==> config.mk <==
export PLATFORM = sky130hd
export DESIGN_NAME = riscv_hart_top
export DESIGN_NICKNAME = d
export VERILOG_FILES = /design/src/source/riscv_pkg.sv /design/src/source/riscv_hart_top.sv /design/src/source/port_switch.sv /design/src/source/riscv_hart_multicycle.sv /design/src/source/riscv_regfile.sv
export SDC_FILE = /design/constraint.sdc
export NUM_CORES = 2
export LEC_CHECK = 0
export BUFFER_PORTS_ARGS = -buffer_cell sky130_fd_sc_hd__clkbuf_2
export CAP_MARGIN = 20
export CORE_ASPECT_RATIO = 1.75
export CORE_MARGIN = 10
export CORE_UTILIZATION = 50
export CTS_CLUSTER_SIZE = 10
export DETAILED_ROUTE_END_ITERATION = 8
export GPL_TIMING_DRIVEN = 0
export PLACE_DENSITY = 0.67
export SYNTH_ARGS = -nofsm -noshare
export SYNTH_HDL_FRONTEND = slang
export SYNTH_HIERARCHICAL = 1
export SYNTH_SLANG_ARGS = --single-unit
export TNS_END_PERCENT = 10
==> constraint.sdc <==
create_clock -name clock_i -period 17.9 [get_ports clock_i]
set_input_delay 1.79 -clock clock_i [delete_from_list [all_inputs] [get_ports clock_i]]
set_output_delay 1.79 -clock clock_i [all_outputs]
set_load 0.01 [all_outputs]
==> src/source/riscv_pkg.sv <==
`default_nettype none

package riscv_pkg;

	// --------------------
	// widths and reset values
	localparam int XLEN = 32;
	localparam int REG_ADDR_W = 5;
	localparam int STATE_W = 3;
	localparam logic [XLEN-1:0] RESET_PC = 32'h0000_0000;

	// base opcodes of the supported subset
	localparam logic [6:0] OPC_LUI = 7'b0110111;
	localparam logic [6:0] OPC_OPIMM = 7'b0010011;
	localparam logic [6:0] OPC_OP = 7'b0110011;
	localparam logic [6:0] OPC_LOAD = 7'b0000011;
	localparam logic [6:0] OPC_STORE = 7'b0100011;
	localparam logic [6:0] OPC_BRANCH = 7'b1100011;
	localparam logic [6:0] OPC_JAL = 7'b1101111;
	localparam logic [6:0] OPC_SYSTEM = 7'b1110011;

	// funct fields that are recognised
	localparam logic [2:0] F3_ADD_SUB = 3'b000;
	localparam logic [2:0] F3_OR = 3'b110;
	localparam logic [2:0] F3_AND = 3'b111;
	localparam logic [2:0] F3_WORD = 3'b010;
	localparam logic [2:0] F3_BEQ = 3'b000;
	localparam logic [2:0] F3_BNE = 3'b001;
	localparam logic [6:0] F7_BASE = 7'b0000000;
	localparam logic [6:0] F7_SUB = 7'b0100000;
	// only SYSTEM word accepted
	localparam logic [XLEN-1:0] INSTR_EBREAK = 32'h0010_0073;

	// address bits 31..28 of the peripheral window
	localparam logic [3:0] PERIPH_REGION = 4'hF;

	// --------------------
	// exception codes on exception_bus_o
	localparam logic [3:0] EXC_NONE = 4'd0;
	localparam logic [3:0] EXC_ILLEGAL = 4'd1;
	localparam logic [3:0] EXC_MISALIGNED_DATA = 4'd2;
	localparam logic [3:0] EXC_MISALIGNED_FETCH = 4'd3;
	localparam logic [3:0] EXC_BREAK = 4'd4;

	// hart sequencer states
	localparam logic [STATE_W-1:0] ST_IDLE = 3'd0;
	localparam logic [STATE_W-1:0] ST_FETCH = 3'd1;
	localparam logic [STATE_W-1:0] ST_DECODE = 3'd2;
	localparam logic [STATE_W-1:0] ST_EXECUTE = 3'd3;
	localparam logic [STATE_W-1:0] ST_MEMORY = 3'd4;
	localparam logic [STATE_W-1:0] ST_WRITEBACK = 3'd5;
	localparam logic [STATE_W-1:0] ST_HALT = 3'd6;

	// --------------------
	// instruction word views, opcode always in bits 6..0
	typedef struct packed {
		logic [6:0] funct7;
		logic [4:0] rs2;
		logic [4:0] rs1;
		logic [2:0] funct3;
		logic [4:0] rd;
		logic [6:0] opcode;
	} r_fmt_t;

	typedef struct packed {
		logic [11:0] imm_11_0;
		logic [4:0] rs1;
		logic [2:0] funct3;
		logic [4:0] rd;
		logic [6:0] opcode;
	} i_fmt_t;

	typedef struct packed {
		logic [6:0] imm_11_5;
		logic [4:0] rs2;
		logic [4:0] rs1;
		logic [2:0] funct3;
		logic [4:0] imm_4_0;
		logic [6:0] opcode;
	} s_fmt_t;

	typedef struct packed {
		logic imm_12;
		logic [5:0] imm_10_5;
		logic [4:0] rs2;
		logic [4:0] rs1;
		logic [2:0] funct3;
		logic [3:0] imm_4_1;
		logic imm_11;
		logic [6:0] opcode;
	} b_fmt_t;

	typedef struct packed {
		logic [19:0] imm_31_12;
		logic [4:0] rd;
		logic [6:0] opcode;
	} u_fmt_t;

	typedef struct packed {
		logic imm_20;
		logic [9:0] imm_10_1;
		logic imm_11;
		logic [7:0] imm_19_12;
		logic [4:0] rd;
		logic [6:0] opcode;
	} j_fmt_t;

	typedef union packed {
		r_fmt_t r;
		i_fmt_t i;
		s_fmt_t s;
		b_fmt_t b;
		u_fmt_t u;
		j_fmt_t j;
	} instr_u;

endpackage

`default_nettype wire
==> src/source/riscv_hart_top.sv <==
`timescale 1ns/1ps
`default_nettype none

module riscv_hart_top (
	// system
	input  wire                        clock_i,
	input  wire                        rst_n_i,
	output logic [3:0]                 exception_bus_o,
	output logic [riscv_pkg::XLEN-1:0] inst_addr_o,
	output logic [riscv_pkg::XLEN-1:0] inst_word_o,
	// instruction port, read only
	output logic                       mem_req0_o,
	output logic [riscv_pkg::XLEN-1:0] mem_add0_o,
	input  wire  [riscv_pkg::XLEN-1:0] mem_data0_i,
	input  wire                        mem_done0_i,
	// data port to internal memory
	output logic                       mem_req1_o,
	output logic                       mem_rw1_o,
	output logic [riscv_pkg::XLEN-1:0] mem_add1_o,
	output logic [riscv_pkg::XLEN-1:0] mem_data1_o,
	input  wire  [riscv_pkg::XLEN-1:0] mem_data1_i,
	input  wire                        mem_done1_i,
	// peripheral port
	output logic                       per_req_o,
	output logic                       per_rw_o,
	output logic [riscv_pkg::XLEN-1:0] per_add_o,
	output logic [riscv_pkg::XLEN-1:0] per_data_o,
	input  wire  [riscv_pkg::XLEN-1:0] per_data_i
);

	// --------------------
	// hart data references into the switch
	logic hart_data_req;
	logic hart_data_rw;
	logic hart_data_done;
	logic [riscv_pkg::XLEN-1:0] hart_data_add;
	logic [riscv_pkg::XLEN-1:0] hart_data_wdata;
	logic [riscv_pkg::XLEN-1:0] hart_data_rdata;

	riscv_hart_multicycle hart_inst (
		.clock_i      (clock_i),
		.rst_n_i      (rst_n_i),
		// instruction fetch
		.inst_data_i  (mem_data0_i),
		.inst_done_i  (mem_done0_i),
		.inst_req_o   (mem_req0_o),
		.inst_addr_o  (mem_add0_o),
		// data references
		.data_data_i  (hart_data_rdata),
		.data_done_i  (hart_data_done),
		.data_req_o   (hart_data_req),
		.data_wren_o  (hart_data_rw),
		.data_addr_o  (hart_data_add),
		.data_data_o  (hart_data_wdata),
		// trace of the instruction being executed
		.trace_pc_o   (inst_addr_o),
		.trace_word_o (inst_word_o),
		.exception_o  (exception_bus_o)
	);

	port_switch peripheral_switch_inst (
		.clock_i           (clock_i),
		.rst_n_i           (rst_n_i),
		.core_req_i        (hart_data_req),
		.core_wren_i       (hart_data_rw),
		.core_addr_i       (hart_data_add),
		.core_data_i       (hart_data_wdata),
		.core_done_o       (hart_data_done),
		.core_data_o       (hart_data_rdata),
		// internal memory
		.memory_done_i     (mem_done1_i),
		.memory_data_i     (mem_data1_i),
		.memory_req_o      (mem_req1_o),
		.memory_wren_o     (mem_rw1_o),
		.memory_addr_o     (mem_add1_o),
		.memory_data_o     (mem_data1_o),
		// peripherals
		.peripheral_data_i (per_data_i),
		.peripheral_req_o  (per_req_o),
		.peripheral_wren_o (per_rw_o),
		.peripheral_addr_o (per_add_o),
		.peripheral_data_o (per_data_o)
	);

endmodule

`default_nettype wire

==> src/source/port_switch.sv <==
`timescale 1ns/1ps
`default_nettype none

module port_switch (
	input  wire                        clock_i,
	input  wire                        rst_n_i,
	// hart side
	input  wire                        core_req_i,
	input  wire                        core_wren_i,
	input  wire  [riscv_pkg::XLEN-1:0] core_addr_i,
	input  wire  [riscv_pkg::XLEN-1:0] core_data_i,
	output logic                       core_done_o,
	output logic [riscv_pkg::XLEN-1:0] core_data_o,
	// internal memory side
	input  wire                        memory_done_i,
	input  wire  [riscv_pkg::XLEN-1:0] memory_data_i,
	output logic                       memory_req_o,
	output logic                       memory_wren_o,
	output logic [riscv_pkg::XLEN-1:0] memory_addr_o,
	output logic [riscv_pkg::XLEN-1:0] memory_data_o,
	// peripheral side, no done of its own
	input  wire  [riscv_pkg::XLEN-1:0] peripheral_data_i,
	output logic                       peripheral_req_o,
	output logic                       peripheral_wren_o,
	output logic [riscv_pkg::XLEN-1:0] peripheral_addr_o,
	output logic [riscv_pkg::XLEN-1:0] peripheral_data_o
);

	// reference in flight and its latched route
	logic busy_q;
	logic route_periph_q;
	logic addr_periph;
	logic sel_periph;

	// --------------------
	// route decode on bits 31..28
	assign addr_periph = (core_addr_i[riscv_pkg::XLEN-1 -: 4] == riscv_pkg::PERIPH_REGION);
	// first cycle decodes live, later cycles use the latch
	assign sel_periph = busy_q ? route_periph_q : addr_periph;

	always_ff @(posedge clock_i) begin
		if (!rst_n_i) begin
			busy_q <= 1'b0;
			route_periph_q <= 1'b0;
		end else begin
			busy_q <= core_req_i && !core_done_o;
			if (core_req_i && !busy_q) begin
				route_periph_q <= addr_periph;
			end
		end
	end

	// memory path straight through
	assign memory_req_o = core_req_i && !sel_periph;
	assign memory_wren_o = core_wren_i && !sel_periph;
	assign memory_addr_o = core_addr_i;
	assign memory_data_o = core_data_i;

	// peripheral strobe in the first cycle only
	assign peripheral_req_o = core_req_i && !busy_q && addr_periph;
	assign peripheral_wren_o = core_wren_i && sel_periph;
	assign peripheral_addr_o = core_addr_i;
	assign peripheral_data_o = core_data_i;

	// --------------------
	// peripheral done is the cycle after the strobe
	assign core_done_o = sel_periph ? busy_q : memory_done_i;
	assign core_data_o = sel_periph ? peripheral_data_i : memory_data_i;

	a_one_target: assert property (@(posedge clock_i) disable iff (!rst_n_i)
		!(memory_req_o && peripheral_req_o));

endmodule

`default_nettype wire

==> src/source/riscv_hart_multicycle.sv <==
`timescale 1ns/1ps
`default_nettype none

module riscv_hart_multicycle (
	input  wire                        clock_i,
	input  wire                        rst_n_i,
	// instruction references
	input  wire  [riscv_pkg::XLEN-1:0] inst_data_i,
	input  wire                        inst_done_i,
	output logic                       inst_req_o,
	output logic [riscv_pkg::XLEN-1:0] inst_addr_o,
	// data references
	input  wire  [riscv_pkg::XLEN-1:0] data_data_i,
	input  wire                        data_done_i,
	output logic                       data_req_o,
	output logic                       data_wren_o,
	output logic [riscv_pkg::XLEN-1:0] data_addr_o,
	output logic [riscv_pkg::XLEN-1:0] data_data_o,
	// trace and status
	output logic [riscv_pkg::XLEN-1:0] trace_pc_o,
	output logic [riscv_pkg::XLEN-1:0] trace_word_o,
	output logic [3:0]                 exception_o
);

	// sequencer and architectural state
	logic [riscv_pkg::STATE_W-1:0] state_q;
	logic [riscv_pkg::XLEN-1:0] pc_q;
	logic [riscv_pkg::XLEN-1:0] trace_pc_q;
	riscv_pkg::instr_u instr_q;
	logic [3:0] exc_q;

	// operands latched in decode, results latched in execute
	logic [riscv_pkg::XLEN-1:0] rs1_q;
	logic [riscv_pkg::XLEN-1:0] rs2_q;
	logic [riscv_pkg::XLEN-1:0] imm_q;
	logic [riscv_pkg::XLEN-1:0] result_q;
	logic [riscv_pkg::XLEN-1:0] next_pc_q;

	logic [6:0] opcode;
	logic [riscv_pkg::XLEN-1:0] rs1_data;
	logic [riscv_pkg::XLEN-1:0] rs2_data;
	logic [riscv_pkg::XLEN-1:0] imm_dec;
	logic illegal;
	logic is_ebreak;
	logic is_mem;
	logic writes_rd;
	logic wr_en;

	logic [riscv_pkg::XLEN-1:0] alu_a;
	logic [riscv_pkg::XLEN-1:0] alu_b;
	logic [riscv_pkg::XLEN-1:0] alu_out;
	logic [riscv_pkg::XLEN-1:0] target;
	logic branch_taken;
	logic redirect;

	assign opcode = instr_q.r.opcode;
	assign is_mem = (opcode == riscv_pkg::OPC_LOAD) || (opcode == riscv_pkg::OPC_STORE);
	assign writes_rd = (opcode == riscv_pkg::OPC_LUI) || (opcode == riscv_pkg::OPC_OPIMM)
		|| (opcode == riscv_pkg::OPC_OP) || (opcode == riscv_pkg::OPC_LOAD)
		|| (opcode == riscv_pkg::OPC_JAL);
	assign wr_en = (state_q == riscv_pkg::ST_WRITEBACK) && writes_rd;

	riscv_regfile regfile_inst (
		.clock_i    (clock_i),
		.rst_n_i    (rst_n_i),
		.rs1_addr_i (instr_q.r.rs1),
		.rs2_addr_i (instr_q.r.rs2),
		.rs1_data_o (rs1_data),
		.rs2_data_o (rs2_data),
		.wr_en_i    (wr_en),
		.wr_addr_i  (instr_q.r.rd),
		.wr_data_i  (result_q)
	);

	// --------------------
	// decode, immediates by format view
	always_comb begin
		imm_dec = '0;
		case (opcode)
			riscv_pkg::OPC_LUI: imm_dec = {instr_q.u.imm_31_12, 12'b0};
			riscv_pkg::OPC_OPIMM, riscv_pkg::OPC_LOAD:
				imm_dec = {{20{instr_q.i.imm_11_0[11]}}, instr_q.i.imm_11_0};
			riscv_pkg::OPC_STORE:
				imm_dec = {{20{instr_q.s.imm_11_5[6]}}, instr_q.s.imm_11_5, instr_q.s.imm_4_0};
			riscv_pkg::OPC_BRANCH:
				imm_dec = {{19{instr_q.b.imm_12}}, instr_q.b.imm_12, instr_q.b.imm_11,
					instr_q.b.imm_10_5, instr_q.b.imm_4_1, 1'b0};
			riscv_pkg::OPC_JAL:
				imm_dec = {{11{instr_q.j.imm_20}}, instr_q.j.imm_20, instr_q.j.imm_19_12,
					instr_q.j.imm_11, instr_q.j.imm_10_1, 1'b0};
			default: imm_dec = '0;
		endcase
	end

	// legality of opcode and funct fields
	always_comb begin
		illegal = 1'b0;
		is_ebreak = 1'b0;
		case (opcode)
			riscv_pkg::OPC_LUI, riscv_pkg::OPC_JAL: illegal = 1'b0;
			riscv_pkg::OPC_OPIMM: illegal = (instr_q.i.funct3 != riscv_pkg::F3_ADD_SUB);
			riscv_pkg::OPC_OP: begin
				case (instr_q.r.funct3)
					riscv_pkg::F3_ADD_SUB: illegal = (instr_q.r.funct7 != riscv_pkg::F7_BASE)
						&& (instr_q.r.funct7 != riscv_pkg::F7_SUB);
					riscv_pkg::F3_OR, riscv_pkg::F3_AND:
						illegal = (instr_q.r.funct7 != riscv_pkg::F7_BASE);
					default: illegal = 1'b1;
				endcase
			end
			riscv_pkg::OPC_LOAD: illegal = (instr_q.i.funct3 != riscv_pkg::F3_WORD);
			riscv_pkg::OPC_STORE: illegal = (instr_q.s.funct3 != riscv_pkg::F3_WORD);
			riscv_pkg::OPC_BRANCH: illegal = (instr_q.b.funct3 != riscv_pkg::F3_BEQ)
				&& (instr_q.b.funct3 != riscv_pkg::F3_BNE);
			riscv_pkg::OPC_SYSTEM: begin
				is_ebreak = (instr_q == riscv_pkg::INSTR_EBREAK);
				illegal = !is_ebreak;
			end
			default: illegal = 1'b1;
		endcase
	end

	// --------------------
	// execute, one ALU shared by all ops
	// lui adds to zero, jal forms the link pc+4
	assign alu_a = (opcode == riscv_pkg::OPC_LUI) ? '0 :
		(opcode == riscv_pkg::OPC_JAL) ? pc_q : rs1_q;
	assign alu_b = (opcode == riscv_pkg::OPC_OP) ? rs2_q :
		(opcode == riscv_pkg::OPC_JAL) ? 32'd4 : imm_q;

	always_comb begin
		alu_out = alu_a + alu_b;
		if (opcode == riscv_pkg::OPC_OP) begin
			case (instr_q.r.funct3)
				riscv_pkg::F3_OR: alu_out = alu_a | alu_b;
				riscv_pkg::F3_AND: alu_out = alu_a & alu_b;
				default: begin
					if (instr_q.r.funct7 == riscv_pkg::F7_SUB) begin
						alu_out = alu_a - alu_b;
					end
				end
			endcase
		end
	end

	// branch/jump target, bne inverts the compare
	assign target = pc_q + imm_q;
	assign branch_taken = (opcode == riscv_pkg::OPC_BRANCH)
		&& ((rs1_q == rs2_q) ^ (instr_q.b.funct3 == riscv_pkg::F3_BNE));
	assign redirect = branch_taken || (opcode == riscv_pkg::OPC_JAL);

	// --------------------
	// sequencer
	always_ff @(posedge clock_i) begin
		if (!rst_n_i) begin
			state_q <= riscv_pkg::ST_IDLE;
			pc_q <= riscv_pkg::RESET_PC;
			trace_pc_q <= riscv_pkg::RESET_PC;
			instr_q <= '0;
			exc_q <= riscv_pkg::EXC_NONE;
		end else begin
			case (state_q)
				riscv_pkg::ST_IDLE: state_q <= riscv_pkg::ST_FETCH;
				riscv_pkg::ST_FETCH: begin
					if (inst_done_i) begin
						instr_q <= inst_data_i;
						trace_pc_q <= pc_q;
						state_q <= riscv_pkg::ST_DECODE;
					end
				end
				riscv_pkg::ST_DECODE: begin
					if (illegal) begin
						exc_q <= riscv_pkg::EXC_ILLEGAL;
						state_q <= riscv_pkg::ST_HALT;
					end else if (is_ebreak) begin
						exc_q <= riscv_pkg::EXC_BREAK;
						state_q <= riscv_pkg::ST_HALT;
					end else begin
						state_q <= riscv_pkg::ST_EXECUTE;
					end
				end
				riscv_pkg::ST_EXECUTE: begin
					// alignment checked before any reference leaves
					if (is_mem && (alu_out[1:0] != 2'b00)) begin
						exc_q <= riscv_pkg::EXC_MISALIGNED_DATA;
						state_q <= riscv_pkg::ST_HALT;
					end else if (redirect && (target[1:0] != 2'b00)) begin
						exc_q <= riscv_pkg::EXC_MISALIGNED_FETCH;
						state_q <= riscv_pkg::ST_HALT;
					end else if (is_mem) begin
						state_q <= riscv_pkg::ST_MEMORY;
					end else begin
						state_q <= riscv_pkg::ST_WRITEBACK;
					end
				end
				riscv_pkg::ST_MEMORY: begin
					if (data_done_i) begin
						state_q <= riscv_pkg::ST_WRITEBACK;
					end
				end
				riscv_pkg::ST_WRITEBACK: begin
					pc_q <= next_pc_q;
					state_q <= riscv_pkg::ST_FETCH;
				end
				// halted until reset
				default: state_q <= riscv_pkg::ST_HALT;
			endcase
		end
	end

	// datapath registers
	always_ff @(posedge clock_i) begin
		if (state_q == riscv_pkg::ST_DECODE) begin
			rs1_q <= rs1_data;
			rs2_q <= rs2_data;
			imm_q <= imm_dec;
		end
		if (state_q == riscv_pkg::ST_EXECUTE) begin
			result_q <= alu_out;
			next_pc_q <= redirect ? target : pc_q + 32'd4;
		end
		// load data replaces the address once the reference is done
		if ((state_q == riscv_pkg::ST_MEMORY) && data_done_i && !data_wren_o) begin
			result_q <= data_data_i;
		end
	end

	// --------------------
	// ports
	assign inst_req_o = (state_q == riscv_pkg::ST_FETCH);
	assign inst_addr_o = pc_q;
	assign data_req_o = (state_q == riscv_pkg::ST_MEMORY);
	assign data_wren_o = (opcode == riscv_pkg::OPC_STORE);
	assign data_addr_o = result_q;
	assign data_data_o = rs2_q;
	assign trace_pc_o = trace_pc_q;
	assign trace_word_o = instr_q;
	assign exception_o = exc_q;

	// one reference in flight at a time
	a_one_ref: assert property (@(posedge clock_i) disable iff (!rst_n_i)
		!(inst_req_o && data_req_o));
	// req held with a stable address until done
	a_inst_hold: assert property (@(posedge clock_i) disable iff (!rst_n_i)
		inst_req_o && !inst_done_i |=> inst_req_o && $stable(inst_addr_o));
	a_data_hold: assert property (@(posedge clock_i) disable iff (!rst_n_i)
		data_req_o && !data_done_i |=> data_req_o && $stable(data_addr_o));

endmodule

`default_nettype wire

==> src/source/riscv_regfile.sv <==
`timescale 1ns/1ps
`default_nettype none

module riscv_regfile (
	input  wire                              clock_i,
	input  wire                              rst_n_i,
	// read ports
	input  wire  [riscv_pkg::REG_ADDR_W-1:0] rs1_addr_i,
	input  wire  [riscv_pkg::REG_ADDR_W-1:0] rs2_addr_i,
	output logic [riscv_pkg::XLEN-1:0]       rs1_data_o,
	output logic [riscv_pkg::XLEN-1:0]       rs2_data_o,
	// write port
	input  wire                              wr_en_i,
	input  wire  [riscv_pkg::REG_ADDR_W-1:0] wr_addr_i,
	input  wire  [riscv_pkg::XLEN-1:0]       wr_data_i
);

	localparam int NREGS = 2 ** riscv_pkg::REG_ADDR_W;

	// x1..x31 only, x0 has no storage
	logic [riscv_pkg::XLEN-1:0] regs_q [1:NREGS-1];

	always_ff @(posedge clock_i) begin
		if (!rst_n_i) begin
			for (int i = 1; i < NREGS; i++) begin
				regs_q[i] <= '0;
			end
		end else if (wr_en_i && (wr_addr_i != '0)) begin
			// writes to x0 dropped here
			regs_q[wr_addr_i] <= wr_data_i;
		end
	end

	// combinational reads, x0 always zero
	always_comb begin
		rs1_data_o = '0;
		rs2_data_o = '0;
		if (rs1_addr_i != '0) begin
			rs1_data_o = regs_q[rs1_addr_i];
		end
		if (rs2_addr_i != '0) begin
			rs2_data_o = regs_q[rs2_addr_i];
		end
	end

	// hart never commits an unknown result
	a_wr_known: assert property (@(posedge clock_i) disable iff (!rst_n_i)
		wr_en_i |-> !$isunknown({wr_addr_i, wr_data_i}));

endmodule

`default_nettype wire

==> impl_metrics.env <==
export IMPL_status="completed"
export IMPL_die_y_um=530
export IMPL_wl_per_cell_um=40.9
export IMPL_via_per_inst=6.79
export IMPL_area_growth_pct=14.2
export IMPL_powerDensity_nw_per_um2=114
export IMPL_worst_pin_slew_ns=1.34
export IMPL_max_freq_ghz=0.124
export IMPL_worstHoldPathType="register to register"
export IMPL_crit_chain="nand2_1 -> or4_1 -> clkbuf_1 -> nor2_1 -> clkbuf_1 -> clkbuf_1 -> o21ai_0 -> ha_1 -> buf_2 -> a21oi_2 -> o21ai_0 -> a31oi_1 -> a2111oi_4 -> o41ai_4 -> o211ai_1 -> a221o_1 -> a21o_1 -> mux2i_1 -> a211oi_1"
export IMPL_criticalPathCategory="register to register"
export IMPL_finalCritPeriodShare_pct=45.2
export IMPL_max_stage_delay_ns=0.76
export IMPL_cp_start_kind="register"
export IMPL_gp_congestion=1.06
export IMPL_first_global_vias=58000
export IMPL_dpl_hpwl_um=267000
export IMPL_r2r_start="hart_inst/trace_word_o[1]$_SDFFE_PN0P_"
export IMPL_synth_avg_cell_area_um2=12.4
export IMPL_maxCapViolCount=0
export IMPL_antenna_left=0
export IMPL_ys_flop_type="edfxtp_1"
export IMPL_cts_buffer_depth=3
export IMPL_fillCellCount=12400
export IMPL_grt_max_degree=35
export IMPL_clk_latency_ns=0.81
export IMPL_nets=6836
export IMPL_core_area_um2=148000
export IMPL_crit_path_max_fanout=10
export IMPL_clkSlewWorstSetupHoldPaths_ns=0.07
export IMPL_cts_hold_fix_buffers=0
export IMPL_yosys_warnings=6
export IMPL_cts_resized=0
export IMPL_ir_drop_mv=0.104
export IMPL_grt_pass1_wl_um=474000
export IMPL_start_util_pct=50.2
export IMPL_postCtsSetupBuffers=0
export IMPL_ys_ff_latch=1288
export IMPL_hold_viol_final=0
export IMPL_synth_edf_count=1184
export IMPL_cp_arrival_ns=8.68
export IMPL_slew_headroom_pct=8.25
export IMPL_yosysTopAreaCell="edfxtp_1"
export IMPL_rsz0062_at_grt="false"
export IMPL_layout_drive_gt1_share_pct=21.5
export IMPL_dieArea_um2=165000
export IMPL_p_total_w=0.00970
export IMPL_setup_viol_count_final=0
export IMPL_fin_crit_ns=8.10
export IMPL_clockRootBuffer="clkbuf_16"
export IMPL_leakage_nw=30.9
export IMPL_critPathLaunch="hart_inst/trace_word_o[1]$_SDFFE_PN0P_"
export IMPL_net_switching_power_w=0.00360
export IMPL_global_route_overflow_total=0
export IMPL_vias=58700
export IMPL_drt_total_wl_um=354000
export IMPL_row_count=187
export IMPL_htreeDepth=4
export IMPL_slowest_stage="clkbuf_1"
export IMPL_first_pass_iters=8
export IMPL_slew_violations=0
export IMPL_clock_skew_final_ns=0.0357
export IMPL_cts_tree="yes"
export IMPL_die_x_um=311
export IMPL_grt_use_total_pct=42.0
export IMPL_cp_required_ns=18.48
export IMPL_netlist_area_um2=74300
export IMPL_drc=0
export IMPL_seq_area_frac_synth_pct=50.7
export IMPL_worstHoldStart="hart_inst/exception_o[1]$_SDFFE_PN0P_"
export IMPL_grt_antenna_before_repair=24
export IMPL_sw_frac_of_total_pct=37.1
export IMPL_synth_cells=5976
export IMPL_end_kind="register"
export IMPL_initialDrtViolationCount=7629
export IMPL_clkPwrFrac_pct=28.5
export IMPL_netlist_top_cells_area="edfxtp_1, mux4_2, and2_1, mux2i_1, dfxtp_1"
export IMPL_synth_top_area_share_pct=47.8
export IMPL_comb_power_share_pct=32.1
export IMPL_ios=333
export IMPL_clock_sinks=1288
export IMPL_cts_buffers=148
export IMPL_fin_setup_tns_ns=0
export IMPL_ys_async_sr_fraction_pct=0
export IMPL_synth_cell_types=90
export IMPL_portBuffers=331
export IMPL_crit_top_cell="clkbuf_1"
export IMPL_cell_internal_pwr_w=0.00610
export IMPL_seqPwrFrac_pct=39.4
[final timing paths]
kind / cells after the start / endpoint / slack [ns]
worst max register to register: 19 / hart_inst/data_addr_o[31]$_DFFE_PP_ / 9.80
worst min register to register: 2 / hart_inst/exception_o[1]$_SDFFE_PN0P_ / 0.46
worst min-delay path: 2 / hart_inst/exception_o[1]$_SDFFE_PN0P_ / 0.46
worst max-delay path: 19 / hart_inst/data_addr_o[31]$_DFFE_PP_ / 9.80
[cell usage after synthesis, types with 21 or more instances]
cell type	instances
mux2i_1	292
xnor2_1	69
buf_4	154
nor4_1	37
a21o_1	54
mux2_2	75
xor2_1	58
ha_1	127
a211oi_1	38
a2111oi_0	49
clkbuf_1	381
and2_1	1016
a22o_1	53
a31oi_1	21
a21boi_0	100
nor2_1	197
edfxtp_1	1184
nand3_1	36
nor2b_1	74
dfxtp_1	104
a22oi_1	76
a21oi_1	160
inv_1	114
buf_6	21
buf_2	75
nor3_1	63
nand4_1	24
o22ai_1	71
mux4_2	407
nand2_1	384
o21ai_0	185
[cells by family after synthesis]
group / synth area share (%)
AND/OR/NAND/NOR: 14.2
flip-flops: 50.7
other: 0.0101
adder cells (fa/ha/maj): 2.22
buffers and inverters: 5.08
XOR/XNOR: 1.50
AO/OA/AOI/OAI: 8.96
multiplexers: 17.4
[state kept, by name, indices dropped and copies added (netlist names), 32 cells and up]
register,cells
hart_inst/trace_word_o,32
hart_inst/imm_q,32
hart_inst/next_pc_q,32
hart_inst/data_addr_o,32
hart_inst/inst_addr_o,32
hart_inst/data_data_o,32
hart_inst/trace_pc_o,32
hart_inst/regfile_inst/regs_q,1024
hart_inst/rs1_q,32
[layer usage]
metal	global-route usage, %	part of all wire, %	vias to the layer above
li1	-	-	23300
met1	41.8	30	29000
met2	69.2	48	4845
met3	10.3	10	1568
met4	44.7	13	6
met5	0	0.014	-
[layout by cell type (no fill, tap or decap), types with 83 or more instances in the layout]
cell type     n
ha_1        127
buf_4       159
nor2_1      197
and2_1     1016
nand2_1     383
inv_1       113
mux2i_1     292
a21boi_0    100
clkbuf_2    343
edfxtp_1   1184
clkbuf_1    391
buf_2        83
a21oi_1     160
clkbuf_16   148
mux4_2      407
dfxtp_1     104
o21ai_0     149
[worst max-delay path, delay by kind of cell, from the launching register on]
| family | cells | cell delay (ns) |
|---|---|---|
| AOI/OAI and AO/OA | 10 | 3.73 |
| muxes | 1 | 0.15 |
| DFF | 1 | 0.52 |
| buffers and inverters | 4 | 1.79 |
| and+or+nand+nor | 3 | 1.19 |
| adders and majority gates | 1 | 0.46 |
[cell type report]
cell class                      count  area (µm²)  area share, %
Sequential cell                  1288       37600           44.4
Multi-Input combinational cell   3949       33400           39.3
Clock buffer                      168        3790           4.47
Buffer                            655        3360           3.96
Timing Repair Buffer              449        3350           3.95
Tap cell                         1984        2480           2.93
Inverter                          115         432          0.509
Clock inverter                     19         348          0.410
Antenna cell                       22        55.1         0.0649
[power by group through the flow]
| stage | Clock [W] | Combinational (W) | Sequential (W) |
|---|---|---|---|
| 2_1_floorplan | 0 | 0.00171 | 0.00371 |
| 3_3_place_gp | 0 | 0.00284 | 0.00390 |
| 3_5_place_dp | 0 | 0.00295 | 0.00386 |
| 4_1_cts | 0.00278 | 0.00297 | 0.00380 |
| 5_1_grt | 0.00289 | 0.00318 | 0.00382 |
| 6_report | 0.00276 | 0.00311 | 0.00383 |
[stage by stage]
step / std cells / setup WS, ns / hold slack, ns / utilization, % / cell area, µm²
after floorplan: 6007 / 8.83 / 0.461 / - / 74400
after global placement: 8322 / 4.60 / 0.450 / 53.0 / 78600
after detailed placement: 8426 / 10.16 / 0.458 / 54.3 / 80500
after CTS: 8613 / 10.09 / 0.465 / 57.1 / 84600
after global routing: 8629 / 9.86 / 0.481 / 57.2 / 84800
final: 8649 / 9.80 / 0.461 / 57.3 / 84800
Note: power is estimated with default switching activity, not from simulation.
